$ cat src/issue_settings.svh
`ifndef ISSUE_SETTINGS_SVH
`define ISSUE_SETTINGS_SVH

// Datapath widths
`define ISSUE_DATA_W 16
`define ISSUE_TAG_W 3    // ROB has eight entries
`define ISSUE_REG_W 3    // R0 to R7
`define ISSUE_OPCODE_W 4

// Instruction fields
`define ISSUE_IMM_W 5    // imm5 of ADD/AND/NOT
`define ISSUE_OFF_W 6    // offset6 of LDR/STR

// Back end resources
`define ISSUE_NUM_ALU_RS 3
`define ISSUE_RS_ID_W 2  // Enough to index every ALU station

`endif

$ cat src/issue_pkg.sv
package issue_pkg;

	`include "issue_settings.svh"

	typedef logic [`ISSUE_DATA_W-1:0] word_t;
	typedef logic [`ISSUE_TAG_W-1:0]  tag_t;   // ROB entry
	typedef logic [`ISSUE_REG_W-1:0]  reg_t;   // Architectural register

	// Only the kept opcodes are named, anything else decodes to cls_none
	typedef enum logic [`ISSUE_OPCODE_W-1:0] {
		op_add = 4'd1,
		op_and = 4'd5,
		op_ldr = 4'd6,
		op_str = 4'd7,
		op_not = 4'd9
	} opcode_e;

	// Where an instruction goes after issue
	typedef enum logic [1:0] {
		cls_none  = 2'd0,
		cls_alu   = 2'd1,
		cls_load  = 2'd2,
		cls_store = 2'd3
	} class_e;

	// Source operand as seen by a station or the load/store buffer
	// A ready operand carries its value, otherwise the tag of the ROB
	// entry that will produce it
	typedef struct packed {
		logic  ready;
		word_t value;
		tag_t  tag;
	} operand_t;

endpackage

$ cat src/issue_ifs.sv
`timescale 1ns/1ps

// Fields of the instruction currently presented for issue
interface decoded_if
	import issue_pkg::*;
();
	opcode_e opcode;
	class_e  cls;         // ALU, load, store or none
	reg_t    dst;         // DR, or SR for a store
	logic    use_imm;     // Second ALU operand is imm5
	word_t   imm;         // Sign-extended imm5
	word_t   mem_offset;  // Sign-extended offset6, word scaled

	modport driver (
		output opcode,
		output cls,
		output dst,
		output use_imm,
		output imm,
		output mem_offset
	);

	modport reader (
		input opcode,
		input cls,
		input dst,
		input use_imm,
		input imm,
		input mem_offset
	);
endinterface

// Resolved source operands for one instruction
interface operand_if
	import issue_pkg::*;
();
	operand_t opa;   // ALU SR1
	operand_t opb;   // ALU SR2 or immediate
	operand_t base;  // Load/store base register
	operand_t src;   // Store data

	modport driver (
		output opa, opb, base, src
	);

	modport reader (
		input opa, opb, base, src
	);
endinterface

$ cat src/issue_decode.sv
`timescale 1ns/1ps

`include "issue_settings.svh"

module issue_decode
	import issue_pkg::*;
(
	input word_t instr,
	decoded_if.driver dec
);

	localparam int IMM_PAD = `ISSUE_DATA_W - `ISSUE_IMM_W;
	localparam int OFF_PAD = `ISSUE_DATA_W - `ISSUE_OFF_W - 1;

	opcode_e opcode;
	logic    imm_sign;
	logic    off_sign;

	assign opcode   = opcode_e'(instr[15:12]);
	assign imm_sign = instr[`ISSUE_IMM_W-1];
	assign off_sign = instr[`ISSUE_OFF_W-1];

	assign dec.opcode = opcode;
	assign dec.dst    = instr[11:9];  // DR, SR for STR

	// Class of the opcode
	always_comb
	begin
		case (opcode)
			op_add, op_and, op_not:
			begin
				dec.cls = cls_alu;
			end
			op_ldr:
			begin
				dec.cls = cls_load;
			end
			op_str:
			begin
				dec.cls = cls_store;
			end
			default:
			begin
				dec.cls = cls_none;  // Dropped or unknown, never issued
			end
		endcase
	end

	// Bit 5 selects the immediate form, NOT always has it set
	assign dec.use_imm = (dec.cls == cls_alu) && instr[5];

	assign dec.imm = {{IMM_PAD{imm_sign}}, instr[`ISSUE_IMM_W-1:0]};

	// Byte address offset of a word access
	assign dec.mem_offset = {{OFF_PAD{off_sign}}, instr[`ISSUE_OFF_W-1:0], 1'b0};

endmodule

$ cat src/operand_fetch.sv
`timescale 1ns/1ps

module operand_fetch
	import issue_pkg::*;
(
	decoded_if.reader dec,
	input logic sr1_busy,
	input logic sr2_busy,
	input logic dst_busy,
	input word_t sr1_data,
	input word_t sr2_data,
	input word_t dst_data,
	input tag_t sr1_tag,
	input tag_t sr2_tag,
	input tag_t dst_tag,
	input logic cdb_valid,
	input tag_t cdb_tag,
	input word_t cdb_data,
	input logic rob_sr1_valid,
	input logic rob_sr2_valid,
	input word_t rob_sr1_data,
	input word_t rob_sr2_data,
	operand_if.driver ops,
	output tag_t rob_sr2_addr
);

	operand_t sr1_op;

	// Register file first, then this cycle's CDB, then a finished ROB entry
	function automatic operand_t resolve(
		input logic  busy,
		input word_t reg_data,
		input tag_t  reg_tag,
		input logic  rob_valid,
		input word_t rob_data,
		input logic  bus_valid,
		input tag_t  bus_tag,
		input word_t bus_data
	);
		operand_t op;
		op.ready = 1'b1;
		op.value = reg_data;
		op.tag   = '0;
		if (busy)
		begin
			if (bus_valid && (bus_tag == reg_tag))
				op.value = bus_data;  // Forwarded from the CDB
			else if (rob_valid)
				op.value = rob_data;
			else
			begin
				op.ready = 1'b0;  // Wait for the producer
				op.value = '0;
				op.tag   = reg_tag;
			end
		end
		return op;
	endfunction

	// SR1 feeds both the ALU A side and the memory base
	assign sr1_op = resolve(sr1_busy, sr1_data, sr1_tag, rob_sr1_valid, rob_sr1_data,
		cdb_valid, cdb_tag, cdb_data);

	assign ops.opa  = sr1_op;
	assign ops.base = sr1_op;

	assign ops.opb = dec.use_imm ? operand_t'{ready: 1'b1, value: dec.imm, tag: '0}
		: resolve(sr2_busy, sr2_data, sr2_tag, rob_sr2_valid, rob_sr2_data,
			cdb_valid, cdb_tag, cdb_data);

	// Store data sits in the DR field, second ROB port looks it up
	assign ops.src = resolve(dst_busy, dst_data, dst_tag, rob_sr2_valid, rob_sr2_data,
		cdb_valid, cdb_tag, cdb_data);

	assign rob_sr2_addr = (dec.cls == cls_store) ? dst_tag : sr2_tag;

endmodule

$ cat src/issue_dispatch.sv
`timescale 1ns/1ps

`include "issue_settings.svh"

module issue_dispatch
	import issue_pkg::*;
(
	input logic clk,
	input logic rst_n,
	input logic instr_valid,
	decoded_if.reader dec,
	operand_if.reader ops,
	input logic rob_full,
	input logic lsb_full,
	input logic [`ISSUE_NUM_ALU_RS-1:0] alu_rs_busy,
	input tag_t rob_tail,
	output logic stall,
	// ALU reservation station
	output logic rs_write,
	output logic [`ISSUE_RS_ID_W-1:0] rs_id,
	output opcode_e rs_op,
	output operand_t rs_opa,
	output operand_t rs_opb,
	output tag_t rs_dest,
	// Load/store buffer
	output logic lsb_write,
	output logic lsb_is_store,
	output word_t lsb_offset,
	output operand_t lsb_base,
	output operand_t lsb_src,
	output tag_t lsb_dest,
	// Reorder buffer
	output logic rob_write,
	output opcode_e rob_op,
	output reg_t rob_dest_reg,
	// Register file status
	output logic reg_busy_write,
	output reg_t reg_busy_reg,
	output tag_t reg_busy_tag
);

	localparam int RS_ID_W = `ISSUE_RS_ID_W;

	logic is_alu;
	logic is_load;
	logic is_store;
	logic is_mem;
	logic accept;
	logic [RS_ID_W-1:0] free_id;

	assign is_alu   = (dec.cls == cls_alu);
	assign is_load  = (dec.cls == cls_load);
	assign is_store = (dec.cls == cls_store);
	assign is_mem   = is_load || is_store;

	// Discarded opcodes never hold up fetch
	assign stall = instr_valid && (
		(rob_full && (dec.cls != cls_none)) ||
		(is_alu && (&alu_rs_busy)) ||
		(is_mem && lsb_full));

	assign accept = instr_valid && !stall;

	// Lowest numbered free station wins
	always_comb
	begin
		free_id = '0;
		for (int i = `ISSUE_NUM_ALU_RS - 1; i >= 0; i--)
		begin
			if (!alu_rs_busy[i])
				free_id = RS_ID_W'(i);
		end
	end

	// One cycle strobes
	always_ff @(posedge clk or negedge rst_n)
	begin
		if (!rst_n)
		begin
			rs_write       <= 1'b0;
			lsb_write      <= 1'b0;
			rob_write      <= 1'b0;
			reg_busy_write <= 1'b0;
		end
		else
		begin
			rs_write       <= accept && is_alu;
			lsb_write      <= accept && is_mem;
			rob_write      <= accept && (dec.cls != cls_none);
			reg_busy_write <= accept && (is_alu || is_load);  // Stores write no register
		end
	end

	// Payload, held until the next accepted instruction
	always_ff @(posedge clk)
	begin
		if (accept)
		begin
			rs_id   <= free_id;
			rs_op   <= dec.opcode;
			rs_opa  <= ops.opa;
			rs_opb  <= ops.opb;
			rs_dest <= rob_tail;

			lsb_is_store <= is_store;
			lsb_offset   <= dec.mem_offset;
			lsb_base     <= ops.base;
			lsb_src      <= is_store ? ops.src : '0;
			lsb_dest     <= is_store ? '0 : rob_tail;  // Store results go nowhere

			rob_op       <= dec.opcode;
			rob_dest_reg <= is_store ? '0 : dec.dst;

			reg_busy_reg <= dec.dst;
			reg_busy_tag <= rob_tail;
		end
	end

endmodule

$ cat src/issue_unit.sv
`timescale 1ns/1ps

`include "issue_settings.svh"

module issue_unit
	import issue_pkg::*;
(
	input logic clk,
	input logic rst_n,
	// Fetch
	input word_t instr,
	input logic instr_valid,
	output logic stall,
	// Register file reads
	output reg_t sr1_addr,
	output reg_t sr2_addr,
	output reg_t dst_addr,
	input logic sr1_busy,
	input word_t sr1_data,
	input tag_t sr1_tag,
	input logic sr2_busy,
	input word_t sr2_data,
	input tag_t sr2_tag,
	input logic dst_busy,
	input word_t dst_data,
	input tag_t dst_tag,
	// Common data bus
	input logic cdb_valid,
	input tag_t cdb_tag,
	input word_t cdb_data,
	// ROB lookups and allocation
	output tag_t rob_sr1_addr,
	output tag_t rob_sr2_addr,
	input logic rob_sr1_valid,
	input word_t rob_sr1_data,
	input logic rob_sr2_valid,
	input word_t rob_sr2_data,
	input logic rob_full,
	input tag_t rob_tail,
	// Back end status
	input logic [`ISSUE_NUM_ALU_RS-1:0] alu_rs_busy,
	input logic lsb_full,
	// ALU reservation station
	output logic rs_write,
	output logic [`ISSUE_RS_ID_W-1:0] rs_id,
	output opcode_e rs_op,
	output operand_t rs_opa,
	output operand_t rs_opb,
	output tag_t rs_dest,
	// Load/store buffer
	output logic lsb_write,
	output logic lsb_is_store,
	output word_t lsb_offset,
	output operand_t lsb_base,
	output operand_t lsb_src,
	output tag_t lsb_dest,
	// ROB write
	output logic rob_write,
	output opcode_e rob_op,
	output reg_t rob_dest_reg,
	// Register busy update
	output logic reg_busy_write,
	output reg_t reg_busy_reg,
	output tag_t reg_busy_tag
);

	decoded_if dec_bus ();
	operand_if op_bus ();

	assign sr1_addr     = instr[8:6];
	assign sr2_addr     = instr[2:0];
	assign dst_addr     = instr[11:9];
	assign rob_sr1_addr = sr1_tag;

	issue_decode issue_decode_inst (
		.instr (instr),
		.dec   (dec_bus)
	);

	operand_fetch operand_fetch_inst (
		.dec           (dec_bus),
		.sr1_busy      (sr1_busy),
		.sr2_busy      (sr2_busy),
		.dst_busy      (dst_busy),
		.sr1_data      (sr1_data),
		.sr2_data      (sr2_data),
		.dst_data      (dst_data),
		.sr1_tag       (sr1_tag),
		.sr2_tag       (sr2_tag),
		.dst_tag       (dst_tag),
		.cdb_valid     (cdb_valid),
		.cdb_tag       (cdb_tag),
		.cdb_data      (cdb_data),
		.rob_sr1_valid (rob_sr1_valid),
		.rob_sr2_valid (rob_sr2_valid),
		.rob_sr1_data  (rob_sr1_data),
		.rob_sr2_data  (rob_sr2_data),
		.ops           (op_bus),
		.rob_sr2_addr  (rob_sr2_addr)
	);

	issue_dispatch issue_dispatch_inst (
		.clk            (clk),
		.rst_n          (rst_n),
		.instr_valid    (instr_valid),
		.dec            (dec_bus),
		.ops            (op_bus),
		.rob_full       (rob_full),
		.lsb_full       (lsb_full),
		.alu_rs_busy    (alu_rs_busy),
		.rob_tail       (rob_tail),
		.stall          (stall),
		.rs_write       (rs_write),
		.rs_id          (rs_id),
		.rs_op          (rs_op),
		.rs_opa         (rs_opa),
		.rs_opb         (rs_opb),
		.rs_dest        (rs_dest),
		.lsb_write      (lsb_write),
		.lsb_is_store   (lsb_is_store),
		.lsb_offset     (lsb_offset),
		.lsb_base       (lsb_base),
		.lsb_src        (lsb_src),
		.lsb_dest       (lsb_dest),
		.rob_write      (rob_write),
		.rob_op         (rob_op),
		.rob_dest_reg   (rob_dest_reg),
		.reg_busy_write (reg_busy_write),
		.reg_busy_reg   (reg_busy_reg),
		.reg_busy_tag   (reg_busy_tag)
	);

endmodule

$ cat config.mk
export PLATFORM = sky130hd
export DESIGN_NAME = issue_unit
export DESIGN_NICKNAME = d
export VERILOG_FILES = /design/src/issue_pkg.sv /design/src/issue_ifs.sv /design/src/issue_decode.sv /design/src/operand_fetch.sv /design/src/issue_dispatch.sv /design/src/issue_unit.sv
export VERILOG_INCLUDE_DIRS = /design/src
export SDC_FILE = /design/constraint.sdc
export NUM_CORES = 1
export LEC_CHECK = 0
export BUFFER_PORTS_ARGS = -buffer_cell sky130_fd_sc_hd__buf_2
export CAP_MARGIN = 20
export CORE_AREA = 2 2 108 110
export DETAILED_ROUTE_END_ITERATION = 7
export DIE_AREA = 0 0 110 112
export HOLD_SLACK_MARGIN = 0.1
export PLACE_DENSITY_LB_ADDON = 0.05
export SETUP_SLACK_MARGIN = 0.5
export SLEW_MARGIN = 20
export SYNTH_ARGS = -nofsm -noshare
export SYNTH_HDL_FRONTEND = slang
export SYNTH_SLANG_ARGS = --single-unit
$ cat constraint.sdc
create_clock -name clk -period 4.6 [get_ports clk]
set_input_delay 0.92 -clock clk [delete_from_list [all_inputs] [get_ports clk]]
set_output_delay 0.92 -clock clk [all_outputs]
set_load 0.02 [all_outputs]
# Yosys cells after proc, flatten, opt, wreduce, memory -nomap -nowiden
# Index checks and enable logic that the tools add are counted.
# op_classes
n_eq_ne,11
muxes,22
bitwise,4
n_reduce_logical,27
# op_table
cell,count
$mux 16,5
$mux 19,3
$mux 3,7
$mux 20,1
$logic_and 1x1->1,13
$eq 4x3->1 const B,3
$eq 3x3->1,3
$reduce_or 3->1,3
$reduce_or 4->1,2
$pmux 2 s3,1
$eq 2x2->1 const B,2
$eq 4x1->1 const B,1
$eq 4x4->1 const B,1
$logic_or 1x1->1,4
$mux 1,4
$not 1->1,4
$reduce_and 3->1,1
$eq 2x1->1 const B,1
$mux 2,1
$reduce_and 2->1,1
$reduce_bool 2->1,1
$reduce_or 2->1,1
$logic_not 1->1,1
# totals
word_cells,86
out_inout_bits,142
register_bits,89
in_bits,141

# Logic depth before layout (Yosys ltp)
# depth
word_depth,11
depth_mapped,9
ltp_nobuf,8

# Modules after synthesis
# From an unflattened synthesis, not the netlist that was laid out.
# hier_totals
hier_cells,473
area_unflattened_um2,6002.0
# by_module_without_submodules
mod,cells_per_inst,area_per_inst_um2,instances,seq_area_each_um2
issue_dispatch,177,3951.3,1,3553.4
operand_fetch,239,1625.3,1,0.0
issue_decode,45,335.3,1,0.0
issue_unit,12,90.1,1,0.0

# Worst setup path after synthesis
# OpenSTA, ideal clock, no wires.
# synth_timing
path_kind,input-to-reg
startpoint,in instr[14]
endpoint,"reg, netlist name issue_dispatch_inst.lsb_base[0]"
t_required_ns,4.040
setup_ns,0.560
path_stages,7
path_slack_ns,-1.876
n_path_buf,0
arrival_ns,5.916
cell_sequence,nor2b_1 o21ai_0 inv_1 ha_1 nand4_1 o211ai_1 a21oi_1
# synth_via
elab_chain_len,10
elab_cells_between_ends,20
classes_between,8 x eq/ne; 1 x mux; 11 x reduce/logical
# synth_lines
element,line,rtl
from (decl),issue_unit.sv:11,"input word_t instr,"
"$eq 4x1->1, or another cell as far along",issue_decode.sv:29,case (opcode)
$reduce_or 3->1,issue_decode.sv:29,
$pmux 2 s3 *,issue_decode.sv:29,
"$eq 2x1->1, or another cell as far along",issue_dispatch.sv:51,assign is_alu = (dec.cls == cls_alu);
"$logic_and 1x1->1, or another cell as far along",issue_dispatch.sv:59,(is_alu && (&alu_rs_busy)) ||
$logic_or 1x1->1 / $logic_and 1x1->1 (equally long branches),"issue_dispatch.sv:58, issue_dispatch.sv:60",
$logic_or 1x1->1 *,issue_dispatch.sv:59,
$logic_and 1x1->1 *,issue_dispatch.sv:57,assign stall = instr_valid && (
$logic_not 1->1 *,issue_dispatch.sv:62,assign accept = instr_valid && !stall;
$logic_and 1x1->1 *,issue_dispatch.sv:62,
via issue_dispatch_inst.accept,issue_dispatch.sv:48,logic accept;
# Mark *: on every way through the listed nets, which the timed path passes. The rest lies on a longest branch.
# A chain may end at the register's enable or synchronous reset.

# Final worst setup path
# layout_timing
startpoint,in instr[14]
endpoint,out rob_sr2_addr[0]
# layout_via
elab_chain_len,5
elab_cells_between_ends,9
classes_between,6 x eq/ne; 2 x mux; 1 x reduce/logical
# layout_lines
element,line,rtl
"$eq 4x1->1, or another cell as far along",issue_decode.sv:29,
$reduce_or 3->1,issue_decode.sv:29,
$pmux 2 s3 *,issue_decode.sv:29,
$eq 2x2->1 *,--,
via issue_dispatch_inst.is_store,issue_dispatch.sv:46,logic is_store;
$mux 3 *,operand_fetch.sv:75,assign rob_sr2_addr = (dec.cls == cls_store) ? dst_tag : sr2_tag;
to (decl),issue_unit.sv:33,"output tag_t rob_sr2_addr,"
# Marked as above.

==> flow_metrics.tcl <==
set metrics [dict create \
    max_freq_mhz 314 \
    p_sw_uw 681 \
    final-seq-area_mm2 0.00265 \
    rsz0062_at_grt "false" \
    slowest_delay_ps 360 \
    pwr_density_cell_mw_per_mm2 369 \
    drt-total-wl_mm 13.6 \
    cts_tree "done" \
    fin_ws_ps 1410 \
    path_cells "buf_2 > nor2b_1 > nand2_1 > inv_1 > ha_1 > mux2_2 > buf_2" \
    synthArstFlopShare_pct 4.49 \
    cts_setup_buffers 0 \
    holdBufCountCts 0 \
    reg_top3 "issue_dispatch_inst.lsb_base x20, issue_dispatch_inst.lsb_src x20, issue_dispatch_inst.rs_opb x20" \
    grt_antenna_before_repair 0 \
    fin_area_mm2 0.00599 \
    grt_pass1_wl_mm 20.0 \
    syn_area_per_cell_um2 11.6 \
    critPathRequiredTime_ps 3680 \
    status "completed" \
    pwr-share-clk_pct 31.4 \
    numCtsBuffers 9 \
    root_buffer "clkbuf_16" \
    multiInputGateArea_mm2 0.00143 \
    start_util_pct 41.1 \
    io_pins 283 \
    synth.area.top_cells "edfxtp_1, buf_4, o21ai_0" \
    p_int_mw 1.53 \
    core_area_mm2 0.0112 \
    drt_iter0_markers 194 \
    setup-tns-final_ps 0 \
    drc 0 \
    nFillCells 1034 \
    switching_share_pct 30.8 \
    timing.final.crit_period_ps 3190 \
    grtUsageTotal_pct 21.9 \
    finalSetupViolCount 0 \
    vias 3914 \
    syn2layout_area_growth_pct 30.3 \
    overflow 0 \
    dr.pass1.iters 5 \
    ys_types 32 \
    synth_cells 397 \
    die_w_um 110 \
    synth_edf_count 85 \
    crit_start "instr[14]" \
    clock-sinks 89 \
    dieHeight_um 112 \
    fin_crit_sh_pct 69.2 \
    maxCapViolCount 0 \
    drive_gt1_share_pct 48.5 \
    critical_path_class "input port to output pin" \
    finalNonFillerCells 763 \
    ys_ff_latch 89 \
    critical_path_peak_fanout 4 \
    irDropWorstVdd_mv 0.174 \
    clk_pin_slew_worst_paths_ps 60 \
    n_antenna_cell 0 \
    place.gp.congestion 0.878 \
    yosysWarnings 0 \
    fin_nets 759 \
    pwr-share-seq_pct 46.1 \
    dpl.cell_count 746 \
    yosys-top-cells-count "edfxtp_1, buf_4, o21ai_0" \
    cp_common_cell "buf_2" \
    worst_pin_slew_ps 942 \
    slew_headroom_pct 37.0 \
    die_area_mm2 0.0123 \
    cts_resized 0 \
    startpoint_type "input port" \
    critPathArrivalTime_ps 2270 \
    hold_ws_ps 371 \
    netlist_area_mm2 0.00459 \
    place_ws_ps 1140 \
    synth_top_area_cell "edfxtp_1" \
    slew_violations 0 \
    hold_violations 0 \
    num_rows 39 \
    crit_family "buffers and inverters" \
    crit_slowest_cell "mux2_2" \
    syn_nets 541 \
    p_total_mw 2.21 \
    worst_setup_path_end_kind "output pin" \
    port_buffers 275 \
    dpl.hpwl_mm 10.4 \
    yosysMostFrequentCell "edfxtp_1" \
    wl_per_cell_um 17.9 \
    htree_levels 3 \
    dpl_cell_area_mm2 0.00570 \
    viasPerCell 5.13 \
    synth_ff_type "edfxtp_1" \
    ctsLongestPathBuffers 2 \
    post-route-util_pct 53.6 \
    seq_area_frac_synth_pct 57.7 \
    grt_max_degree 47 \
    ant_nets 0 \
    synth_top_cell_area_share_pct 55.6 \
    hold_path.class "input port to async pin" \
    crit_buf_inv 3 \
    p_comb_share_pct 22.6 \
    grt_pass1_vias 3698 \
    leakage_nw 2.61 \
]
-- per-layer routing --
layer  track usage (%)  up-vias  routed length (µm)
met5                 0        -                   0
met4              9.11        0                 281
met3              4.51       17                1130
met2              35.2      197                6670
met1              28.6     1847                5550
li1                  -     1853                   -
-- worst max-delay path by stage --
| stage | to | depth (start not counted) | slack, ps |
|---|---|---|---|
| 6_report | rob_sr2_addr[0] | 7 | 1410 |
| 5_1_grt | issue_dispatch_inst.rs_opb[2] | 9 | 1170 |
| 4_1_cts | stall | 10 | 1400 |
| 3_5_place_dp | issue_dispatch_inst.rs_opb[19] | 9 | 1140 |
| 3_3_place_gp | issue_dispatch_inst.rs_opb[19] | 9 | 1280 |
| 2_1_floorplan | issue_dispatch_inst.lsb_base[0] | 7 | 970 |
-- cells in the final DEF, fill, tap and decap left out, types with 2 or more instances in the layout --
master      netlist  routed
buf_2             2     275
edfxtp_1         85      85
o21ai_0          46      46
nor2b_1          27      27
nand2_1          27      27
nand3_1          24      24
a31oi_1          24      24
a221o_1          16      16
and2_1           13      13
inv_1             9       9
xnor2_1           9       9
clkbuf_16         0       9
mux2i_1           8       8
and4_1            6       6
a21oi_1           6       5
dfrtp_1           4       4
mux2_2            3       3
nand4_1           3       3
ha_1              3       3
clkinvlp_4        0       3
buf_4            50       3
nor2_1            2       2
nor3b_1           2       2
inv_6             0       2
-- power by group through the flow --
| stage | Sequential [mW] | Combinational [mW] | Clock, mW |
|---|---|---|---|
| 2_1_floorplan | 1.15 | 0.224 | 0 |
| 3_3_place_gp | 1.03 | 0.501 | 0 |
| 3_5_place_dp | 1.04 | 0.503 | 0 |
| 4_1_cts | 1.02 | 0.503 | 0.707 |
| 5_1_grt | 1.03 | 0.537 | 0.745 |
| 6_report | 1.02 | 0.499 | 0.693 |
-- cells by family (layout without fill, tap and decap cells) --
| kind of cell | count (synthesis) | count (layout) | share of synthesized area (%) |
|---|---|---|---|
| multiplexers | 11 | 11 | 2.48 |
| AND/OR/NAND/NOR | 109 | 109 | 13.1 |
| adder cells (fa/ha/maj) | 3 | 3 | 0.817 |
| other | 1 | 1 | 0.0816 |
| flip-flops | 89 | 89 | 57.8 |
| XOR/XNOR | 9 | 9 | 1.72 |
| AO/OA/AOI/OAI | 94 | 94 | 12.7 |
| buffers and inverters | 81 | 304 | 11.3 |
-- final cells by class --
type	instances	area share, %
Sequential cell	89	44.3
Multi-Input combinational cell	227	23.9
Clock buffer	9	3.76
Clock inverter	7	0.899
Tap cell	143	2.99
Timing Repair Buffer	279	23.6
Inverter	9	0.564
Note: power is estimated with default switching activity, not from simulation.
